==> src/common/glb_addr_pkg.sv <==
/*
 * Address map of the global buffer. Word addressed, no byte lanes.
 * The tile select sits above the bank address, so at most 8 tiles of 64 words.
 */
`default_nettype none

package glb_addr_pkg;

    // tile select field, upper bits of a word address
    localparam int TILE_SEL_ADDR_WIDTH = 3;
    localparam int MAX_NUM_TILES = 2 ** TILE_SEL_ADDR_WIDTH;

    // word address inside one bank
    localparam int BANK_ADDR_WIDTH = 6;
    localparam int BANK_DEPTH = 2 ** BANK_ADDR_WIDTH;

    // full word address: {tile select, bank address}
    localparam int GLB_ADDR_WIDTH = TILE_SEL_ADDR_WIDTH + BANK_ADDR_WIDTH;

    // field positions inside a full address
    localparam int BANK_ADDR_LSB = 0;
    localparam int BANK_ADDR_MSB = BANK_ADDR_LSB + BANK_ADDR_WIDTH - 1;
    localparam int TILE_SEL_ADDR_LSB = BANK_ADDR_MSB + 1;
    localparam int TILE_SEL_ADDR_MSB = GLB_ADDR_WIDTH - 1;

    // one data word
    localparam int GLB_DATA_WIDTH = 32;

endpackage

`default_nettype wire

==> src/common/glb_packet_pkg.sv <==
/*
 * Processor request and response packets carried along the tile chain.
 * A write and a read may share one request. No strobes and no handshake.
 */
`default_nettype none

package glb_packet_pkg;

    // processor request, one per cycle
    typedef struct packed {
        // write half
        logic                                       wr_en;
        logic [glb_addr_pkg::GLB_ADDR_WIDTH-1:0]    wr_addr;
        logic [glb_addr_pkg::GLB_DATA_WIDTH-1:0]    wr_data;
        // read half
        logic                                       rd_en;
        logic [glb_addr_pkg::GLB_ADDR_WIDTH-1:0]    rd_addr;
    } proc_rq_packet_t;

    // read response
    // rd_data only means something while rd_data_valid is set
    typedef struct packed {
        logic                                       rd_data_valid;
        logic [glb_addr_pkg::GLB_DATA_WIDTH-1:0]    rd_data;
    } proc_rs_packet_t;

    // widths of whole packets, handy for checks and dumps
    localparam int PROC_RQ_PACKET_WIDTH = $bits(proc_rq_packet_t);
    localparam int PROC_RS_PACKET_WIDTH = $bits(proc_rs_packet_t);

endpackage

`default_nettype wire

==> src/glb_tile/glb_tile_proc_router.sv <==
/*
 * Even tiles register eastbound traffic and pass westbound traffic, odd tiles the reverse.
 * The core sees the registered request; a core read response replaces the passing one.
 */
`timescale 1ns/100ps
`default_nettype none

module glb_tile_proc_router #(
    parameter int TILE_ID = 0
) (
    input  logic                            clk,
    input  logic                            clk_en,
    input  logic                            reset,

    // request packets
    input  glb_packet_pkg::proc_rq_packet_t proc_rq_packet_wsti,
    input  glb_packet_pkg::proc_rq_packet_t proc_rq_packet_esti,
    output glb_packet_pkg::proc_rq_packet_t proc_rq_packet_wsto,
    output glb_packet_pkg::proc_rq_packet_t proc_rq_packet_esto,
    output glb_packet_pkg::proc_rq_packet_t proc_rq_packet_r2c,

    // response packets
    input  glb_packet_pkg::proc_rs_packet_t proc_rs_packet_wsti,
    input  glb_packet_pkg::proc_rs_packet_t proc_rs_packet_esti,
    input  glb_packet_pkg::proc_rs_packet_t proc_rs_packet_c2r,
    output glb_packet_pkg::proc_rs_packet_t proc_rs_packet_wsto,
    output glb_packet_pkg::proc_rs_packet_t proc_rs_packet_esto
);

    // tile 0 counts as even
    localparam bit IS_EVEN = (TILE_ID % 2) == 0;

    // request side
    glb_packet_pkg::proc_rq_packet_t proc_rq_packet_in;
    glb_packet_pkg::proc_rq_packet_t proc_rq_packet_d1;

    // response side
    glb_packet_pkg::proc_rs_packet_t proc_rs_packet_in;
    glb_packet_pkg::proc_rs_packet_t proc_rs_packet_d1;
    glb_packet_pkg::proc_rs_packet_t proc_rs_packet_c2r_d1;
    glb_packet_pkg::proc_rs_packet_t proc_rs_packet_merged;

    // pick the direction this tile registers
    // even: west in, heading east
    // odd: east in, heading west
    assign proc_rq_packet_in = IS_EVEN ? proc_rq_packet_wsti : proc_rq_packet_esti;
    assign proc_rs_packet_in = IS_EVEN ? proc_rs_packet_wsti : proc_rs_packet_esti;

    // one pipeline stage on the registered direction
    always_ff @(posedge clk or posedge reset) begin
        if (reset) begin
            proc_rq_packet_d1 <= '0;
            proc_rs_packet_d1 <= '0;
        end else if (clk_en) begin
            proc_rq_packet_d1 <= proc_rq_packet_in;
            proc_rs_packet_d1 <= proc_rs_packet_in;
        end
    end

    // core response stage
    // lines the core reply up with the passing stream one cycle later
    always_ff @(posedge clk or posedge reset) begin
        if (reset) begin
            proc_rs_packet_c2r_d1 <= '0;
        end else if (clk_en) begin
            proc_rs_packet_c2r_d1 <= proc_rs_packet_c2r;
        end
    end

    // request outputs
    // registered copy on one side, plain wire-through on the other
    assign proc_rq_packet_esto = IS_EVEN ? proc_rq_packet_d1 : proc_rq_packet_wsti;
    assign proc_rq_packet_wsto = IS_EVEN ? proc_rq_packet_esti : proc_rq_packet_d1;

    // core gets the request as it leaves the register
    assign proc_rq_packet_r2c = proc_rq_packet_d1;

    // core reply wins the slot when valid
    // equal path lengths keep the passing slot empty then
    assign proc_rs_packet_merged = proc_rs_packet_c2r_d1.rd_data_valid
                                 ? proc_rs_packet_c2r_d1 : proc_rs_packet_d1;

    // response outputs
    assign proc_rs_packet_esto = IS_EVEN ? proc_rs_packet_merged : proc_rs_packet_wsti;
    assign proc_rs_packet_wsto = IS_EVEN ? proc_rs_packet_esti : proc_rs_packet_merged;

    // a reply from this core and one from another tile never share a slot
    // holds only while reads enter at tile 0 one per cycle and all loops are equal
    rs_no_collision: assert property (
        @(posedge clk) disable iff (reset)
        proc_rs_packet_c2r_d1.rd_data_valid |-> !proc_rs_packet_d1.rd_data_valid
    ) else $error("tile %0d: core response collides with passing response", TILE_ID);

endmodule

`default_nettype wire

==> src/glb_tile/glb_tile_core.sv <==
/*
 * One 64-word bank per tile. Requests whose tile field differs from TILE_ID are ignored.
 * Reads take one cycle and are read-first against a write to the same word.
 */
`timescale 1ns/100ps
`default_nettype none

module glb_tile_core #(
    parameter int TILE_ID = 0
) (
    input  logic                            clk,
    input  logic                            clk_en,
    input  logic                            reset,

    input  glb_packet_pkg::proc_rq_packet_t proc_rq_packet,
    output glb_packet_pkg::proc_rs_packet_t proc_rs_packet
);

    localparam int TILE_SEL_W = glb_addr_pkg::TILE_SEL_ADDR_WIDTH;
    localparam int BANK_W = glb_addr_pkg::BANK_ADDR_WIDTH;
    localparam int DATA_W = glb_addr_pkg::GLB_DATA_WIDTH;
    localparam int TS_MSB = glb_addr_pkg::TILE_SEL_ADDR_MSB;
    localparam int TS_LSB = glb_addr_pkg::TILE_SEL_ADDR_LSB;
    localparam int BA_MSB = glb_addr_pkg::BANK_ADDR_MSB;
    localparam int BA_LSB = glb_addr_pkg::BANK_ADDR_LSB;

    // this tile's value in the tile field
    localparam logic [TILE_SEL_W-1:0] TILE_SEL = TILE_SEL_W'(TILE_ID);

    // address fields
    logic [TILE_SEL_W-1:0] wr_tile_sel;
    logic [TILE_SEL_W-1:0] rd_tile_sel;
    logic [BANK_W-1:0]     bank_wr_addr;
    logic [BANK_W-1:0]     bank_rd_addr;

    // request targets this bank
    logic wr_hit;
    logic rd_hit;

    // bank storage
    logic [DATA_W-1:0] bank_mem [glb_addr_pkg::BANK_DEPTH];

    // response registers
    logic              rd_data_valid;
    logic [DATA_W-1:0] rd_data;

    assign wr_tile_sel  = proc_rq_packet.wr_addr[TS_MSB:TS_LSB];
    assign rd_tile_sel  = proc_rq_packet.rd_addr[TS_MSB:TS_LSB];
    assign bank_wr_addr = proc_rq_packet.wr_addr[BA_MSB:BA_LSB];
    assign bank_rd_addr = proc_rq_packet.rd_addr[BA_MSB:BA_LSB];

    assign wr_hit = proc_rq_packet.wr_en && (wr_tile_sel == TILE_SEL);
    assign rd_hit = proc_rq_packet.rd_en && (rd_tile_sel == TILE_SEL);

    // write port
    always_ff @(posedge clk) begin
        if (clk_en && wr_hit) begin
            bank_mem[bank_wr_addr] <= proc_rq_packet.wr_data;
        end
    end

    // read port
    // sampling the old word in the same edge gives read-first
    always_ff @(posedge clk or posedge reset) begin
        if (reset) begin
            rd_data_valid <= 1'b0;
            rd_data       <= '0;
        end else if (clk_en) begin
            rd_data_valid <= rd_hit;
            if (rd_hit) begin
                rd_data <= bank_mem[bank_rd_addr];
            end
        end
    end

    assign proc_rs_packet.rd_data_valid = rd_data_valid;
    assign proc_rs_packet.rd_data       = rd_data;

    // read and write to one word in the same cycle
    // the reply one cycle later carries the word as it was before the write
    rd_first_same_word: assert property (
        @(posedge clk) disable iff (reset)
        clk_en && rd_hit && wr_hit && (bank_rd_addr == bank_wr_addr)
        |=> proc_rs_packet.rd_data_valid &&
            (proc_rs_packet.rd_data == $past(bank_mem[bank_rd_addr]))
    ) else $error("tile %0d: same-word read did not return the old data", TILE_ID);

endmodule

`default_nettype wire

==> src/glb_tile/glb_tile.sv <==
/*
 * One tile of the chain: request router beside the memory bank.
 * Neighbor ports connect to the adjacent tiles, or loop back at the east end.
 */
`timescale 1ns/100ps
`default_nettype none

module glb_tile #(
    parameter int TILE_ID = 0
) (
    input  logic                            clk,
    input  logic                            clk_en,
    input  logic                            reset,

    // request links to neighbors
    input  glb_packet_pkg::proc_rq_packet_t proc_rq_packet_wsti,
    input  glb_packet_pkg::proc_rq_packet_t proc_rq_packet_esti,
    output glb_packet_pkg::proc_rq_packet_t proc_rq_packet_wsto,
    output glb_packet_pkg::proc_rq_packet_t proc_rq_packet_esto,

    // response links to neighbors
    input  glb_packet_pkg::proc_rs_packet_t proc_rs_packet_wsti,
    input  glb_packet_pkg::proc_rs_packet_t proc_rs_packet_esti,
    output glb_packet_pkg::proc_rs_packet_t proc_rs_packet_wsto,
    output glb_packet_pkg::proc_rs_packet_t proc_rs_packet_esto
);

    // router to bank and back
    glb_packet_pkg::proc_rq_packet_t proc_rq_packet_r2c;
    glb_packet_pkg::proc_rs_packet_t proc_rs_packet_c2r;

    glb_tile_proc_router #(
        .TILE_ID (TILE_ID)
    ) i_proc_router (
        .clk                 (clk),
        .clk_en              (clk_en),
        .reset               (reset),
        .proc_rq_packet_wsti (proc_rq_packet_wsti),
        .proc_rq_packet_esti (proc_rq_packet_esti),
        .proc_rq_packet_wsto (proc_rq_packet_wsto),
        .proc_rq_packet_esto (proc_rq_packet_esto),
        .proc_rq_packet_r2c  (proc_rq_packet_r2c),
        .proc_rs_packet_wsti (proc_rs_packet_wsti),
        .proc_rs_packet_esti (proc_rs_packet_esti),
        .proc_rs_packet_c2r  (proc_rs_packet_c2r),
        .proc_rs_packet_wsto (proc_rs_packet_wsto),
        .proc_rs_packet_esto (proc_rs_packet_esto)
    );

    glb_tile_core #(
        .TILE_ID (TILE_ID)
    ) i_core (
        .clk            (clk),
        .clk_en         (clk_en),
        .reset          (reset),
        .proc_rq_packet (proc_rq_packet_r2c),
        .proc_rs_packet (proc_rs_packet_c2r)
    );

endmodule

`default_nettype wire

==> config.mk <==
export PLATFORM = sky130hd
export DESIGN_NAME = glb_tile
export DESIGN_NICKNAME = d
export VERILOG_FILES = /design/src/common/glb_addr_pkg.sv /design/src/common/glb_packet_pkg.sv /design/src/glb_tile/glb_tile_proc_router.sv /design/src/glb_tile/glb_tile_core.sv /design/src/glb_tile/glb_tile.sv
export SDC_FILE = /design/constraint.sdc
export NUM_CORES = 2
export LEC_CHECK = 0
export BUFFER_PORTS_ARGS = -buffer_cell sky130_fd_sc_hd__buf_2
export CAP_MARGIN = 15
export CORE_ASPECT_RATIO = 0.75
export CORE_MARGIN = 4
export CORE_UTILIZATION = 32
export DETAILED_ROUTE_END_ITERATION = 16
export GPL_TIMING_DRIVEN = 0
export HOLD_SLACK_MARGIN = 0.03
export PLACE_DENSITY = 0.46
export SLEW_MARGIN = 15
export SYNTH_ARGS = -nofsm -noshare
export SYNTH_HDL_FRONTEND = slang
export SYNTH_SLANG_ARGS = --single-unit
==> constraint.sdc <==
create_clock -name clk -period 5.2 [get_ports clk]
set_clock_uncertainty 0.2 [all_clocks]
set_input_delay 0.78 -clock clk [delete_from_list [all_inputs] [get_ports clk]]
set_output_delay 0.78 -clock clk [all_outputs]
set_load 0.05 [all_outputs]
# Word level (Yosys, flattened, before mapping)
# Memory sizes are Yosys's and may differ from the RTL's. A register that Yosys moved wholly into a read port is not among the register bits.
# Index checks and enable logic that the tools add are counted.
[op_classes]
reduce_logical = 6
muxes = 3
[op_table]
columns = ["cell", "n"]
rows = [
  ["$mux W33", 1],
  ["$logic_not A3 Y1", 2],
  ["$logic_and A1 B1 Y1", 3],
  ["$mux W1", 2],
  ["$reduce_and A2 Y1", 1],
]
[totals]
output_inout_bits = 170
regBits = 119
memories = 1
mem_bits_rw = 2048
[memory_table]
columns = ["name", "depth", "word_bits", "rd", "rd_clocked_by_memory_dff", "wr", "line", "rtl"]
rows = [
  ["i_core.bank_mem", 64, 32, 1, 1, 1, "glb_tile_core.sv:41", "logic [DATA_W-1:0] bank_mem [glb_addr_pkg::BANK_DEPTH];"],
]

# Logic depth before layout (Yosys ltp)
[logic_depth]
depth_word = 5
ltp_mapped = 11

# Modules after synthesis
# Synthesis repeated with hierarchy kept, for this count alone.
[unflattened]
hier_cells = 4151
hier_area_um2 = 85649.6
[modules_own_cells]
columns = ["module", "n_inst", "area_per_inst_um2", "cells_each"]
rows = [
  ["glb_tile_core", 1, 79784.0, 3727],
  ["glb_tile_proc_router", 1, 5865.6, 424],
]

# Worst setup path after synthesis
# No wires, ideal clock.
[synth_timing]
kind = "reg-to-reg"
start = "register i_proc_router.proc_rq_packet_d1 (netlist bit i_proc_router.proc_rq_packet_esto[47])"
end = "memory i_core.bank_mem[35][0] in the netlist's numbering (enable)"
t_arrival_ns = 2.897
setup_time_ns = 0.421
path_stages_with_launch = 5
path_slack_ns = 1.682
cell_sequence = "dfrtp_1 clkbuf_1 or3b_2 clkbuf_1 nor2_1"
[synth_rtl]
columns = ["item", "line", "rtl"]
rows = [
  ["from (decl)", "glb_tile_proc_router.sv:35", "glb_packet_pkg::proc_rq_packet_t proc_rq_packet_d1;"],
  ["from (signal assigned)", "glb_tile_proc_router.sv:55", "proc_rq_packet_d1 <= proc_rq_packet_in;"],
  ["to (decl)", "glb_tile_core.sv:41", ""],
]
# Straight into the memory's write port.

==> metrics <==
fin area=101800 sq um; number of synthesized register bits=2199; final setup margin=0.2877 ns; GRT Overall Usage=19.07%; Max transition margin=17.10%; Slew Viols, Final=0; Leak Pwr=33.56 nW; Clock Sinks=2199; Routed Antenna Nets=0; HP Class=input port to flop; Post-Place Cell Area=94090 sq um; CP max stage cell=a2111oi_1; I/O pins=343; CP delay by family, top=buffers and inverters; max incr delay on CP=1.00 ns; RSZ-0062 raised after global routing=false; Bufs and invs on worst path=4; syn_area_per_cell=20.77 sq um; Crit path required time=5.81 ns; gr ovfl total=0; FMAX=203.6 MHz; Final Core Density=38.62%; Fillers=23850; CP endpoint kind=flop; # setup viols final=0; Hold Fails Final Rpt=0; status=finished clean; minimum clock period=4.912 ns; initial DRC count=5039; Die Area=274100 sq um; Mapped Cells=4093; Core Box Area=263700 sq um; cell repeated most along the worst path=buf_2; DRT Pass-1 Iters=7; Area Overhead vs Synth=19.78%; data arrival time of the critical path=5.52 ns; worst setup path class=flop to flop; post-synth top area share=72.33%; antenna violations before repair=16; number of global-route vias before repair=42710; Routed WL per cell=31.56 um; peak supply drop=265.1 uV; share of layout cells above drive strength 1=29.39%; crit-path cells=buf_2 -> buf_2 -> buf_2 -> buf_1 -> a211oi_1 -> a2111oi_1 -> a31oi_1 -> o211ai_1 -> a221o_1; DRC Markers=0; CTS Buf Count=226; switch share=25.76%; clk buf depth=4; worst-path fanout max=10; Cell variety after synth=36; area leader, netlist=edfxtp_1; Least-Margin Pin Slew=1.243 ns; combinational power share=11.4%; Die Height=454.4 um; Buffers on Ports=257; part of the Yosys area used for sequential elements=76.78%; CTS tree=done; Clk pwr share=38.1%; Total Wirelength=268.7 mm; P_int=30.19 mW; syn nets=4266; total chip power=40.66 mW; cts repair resizes=0; Root Buffer=clkbuf_16; DIE WIDTH=603.2 um; Nets=4957; CTS H-Tree Depth=4; NetSw=10.48 mW; HPWL Detailed=187.9 mm; largest net degree at the start of global routing=78; power per cell area=399.3 nW/um^2; initial core utilization=32.24%; Vias=44150; part of the power in registers=50.5%; dpl ws=0.2871 ns; first-pass GRT wire length=363.2 mm; synthesis warning total=0; Max Cap Viol=0; Via density=5.185; Post-Syn Area=85020 sq um; Placer Congestion=0.8706; clock insertion delay at the later pin of the skew report=0.88 ns; type of origin of the critical path=flop; Rows=163; CTS clk-pin slew, worst paths=0.07 ns; period utilization=94.47%; top cells by area, synth=edfxtp_1 (72%), mux4_2 (8.5%), mux2i_1 (5.3%), dfrtp_1 (4.4%), mux2_2 (2.1%)
flip-flops by register name, summed over array words and instances, names as in the netlist:
signal and flops:
i_proc_router.proc_rs_packet_d1 33, i_core.rd_data_valid 1, i_proc_router.proc_rs_packet_c2r_d1 33, i_core.rd_data 32, i_proc_router.proc_rq_packet_esto 52, i_core.bank_mem 2048
final timing paths:
check,endpoint,slack [ns],cells after the start,start
worst max-delay path,i_core.rd_data[19],0.29,9,i_proc_router.proc_rq_packet_esto[2]
worst min register to register,i_proc_router.proc_rs_packet_d1[32],0.30,1,i_proc_router.proc_rs_packet_d1[32]
min in group asynchronous,i_proc_router.proc_rq_packet_esto[13],0.31,3,reset
worst max register to register,i_core.rd_data[19],0.29,9,i_proc_router.proc_rq_packet_esto[2]
max in group asynchronous,i_proc_router.proc_rq_packet_esto[32],3.36,4,reset
worst min-delay path,i_proc_router.proc_rq_packet_esto[0],0.27,2,proc_rq_packet_wsti[0]
cells in the final DEF, fill, tap and decap left out, types with 33 or more instances in the layout:
cell / netlist / layout
edfxtp_1: 2048 / 2048
mux2i_1: 448 / 448
buf_2: 104 / 363
mux4_2: 320 / 320
clkbuf_16: 0 / 230
a22oi_1: 160 / 160
mux2_2: 158 / 158
clkbuf_1: 101 / 145
dfrtp_1: 151 / 119
buf_4: 86 / 86
dlygate4sd3_1: 0 / 85
clkinv_1: 0 / 66
a211oi_1: 64 / 64
nor2_4: 0 / 64
buf_12: 4 / 63
buf_16: 0 / 50
nor2b_1: 36 / 36
nand3_1: 36 / 35
clkinv_2: 0 / 35
o21ai_0: 33 / 33
area by class of cell:
class | count | area, sq um | area share (%)
inverter | 3 | 18.77 | 0.01843
clock inverter | 121 | 859.6 | 0.8441
antenna | 7 | 17.52 | 0.01720
tap | 3547 | 4438 | 4.358
sequential | 2199 | 65400 | 64.22
buffer | 327 | 1823 | 1.790
clock buffer | 284 | 5998 | 5.890
multi-input combinational | 1564 | 18440 | 18.11
timing repair buffer | 463 | 4841 | 4.754
power by group through the flow:
stage / Sequential (mW) / Clock [mW] / Combinational (mW)
final: 20.5 / 15.5 / 4.64
after CTS: 20.6 / 15.8 / 4.66
after floorplan: 20.8 / 0 / 2.32
after global placement: 21.4 / 0 / 3.94
after detailed placement: 21.0 / 0 / 4.60
after global routing: 20.6 / 16.6 / 4.84
worst register-to-register path: cells and delay by family, from the launching register on:
kind | cells | cell delay, ns
flops | 1 | 0.41
compound gates | 5 | 2.05
buf+inv | 4 | 2.17
synthesized netlist by cell type:
cell type     n
a2111oi_0    32
and2_1        1
buf_6         9
buf_2       104
nand3b_1      5
edfxtp_1   2048
or2_2         1
or3_1         1
or3b_2        1
o22ai_1      32
buf_12        4
dfrtp_1     151
nand2_1       5
nand2b_1      2
nor2_1       71
mux2_1       24
o21ai_0      33
mux2i_1     448
buf_4        86
a22oi_1     160
a31oi_1      32
a22o_1       32
a211oi_1     64
nor2b_1      36
nand4b_1      2
mux4_2      320
nor4b_1       1
buf_1        23
clkbuf_1    101
mux2_2      158
nor2_2        1
nand3_1      36
o211ai_1     32
a221o_1      32
inv_1         3
nand4_1       2
repair_timing:
| action | in CTS | in global routing |
|---|---|---|
| endpoints found under the hold margin | 160 | 0 |
| buffers inserted | 0 | 0 |
| hold buffers | 85 | 0 |
per-stage QoR:
| step | TNS, ns | hold slack (ns) | cells |
|---|---|---|---|
| after global placement | -5192.27 | 0.2816 | 7897 |
| final | 0 | 0.2695 | 8515 |
| after floorplan | 0 | 0.2721 | 4093 |
| after global routing | 0 | 0.1784 | 8508 |
| after detailed placement | 0 | 0.2901 | 8017 |
| after CTS | 0 | 0.1990 | 8507 |
cells by family (layout without fill, tap and decap cells):
group                  Yosys count  count (layout)  share of synthesized area (%)
DFF                           2199            2199                          76.78
muxes                          950             950                          16.16
AOI/OAI and AO/OA              449             449                          3.962
buffers and inverters          330            1198                          2.146
and+or+nand+nor                165             165                         0.9566
other                            0               7                              0
routing by layer:
| metal | part of all wire, % | global-route usage (%) |
|---|---|---|
| met2 | 43 | 27.57 |
| met3 | 6.7 | 3.042 |
| met1 | 48 | 29.73 |
| met4 | 2.6 | 4.912 |
| met5 | 0.0048 | 0 |
Note: power is estimated with default switching activity, not from simulation.
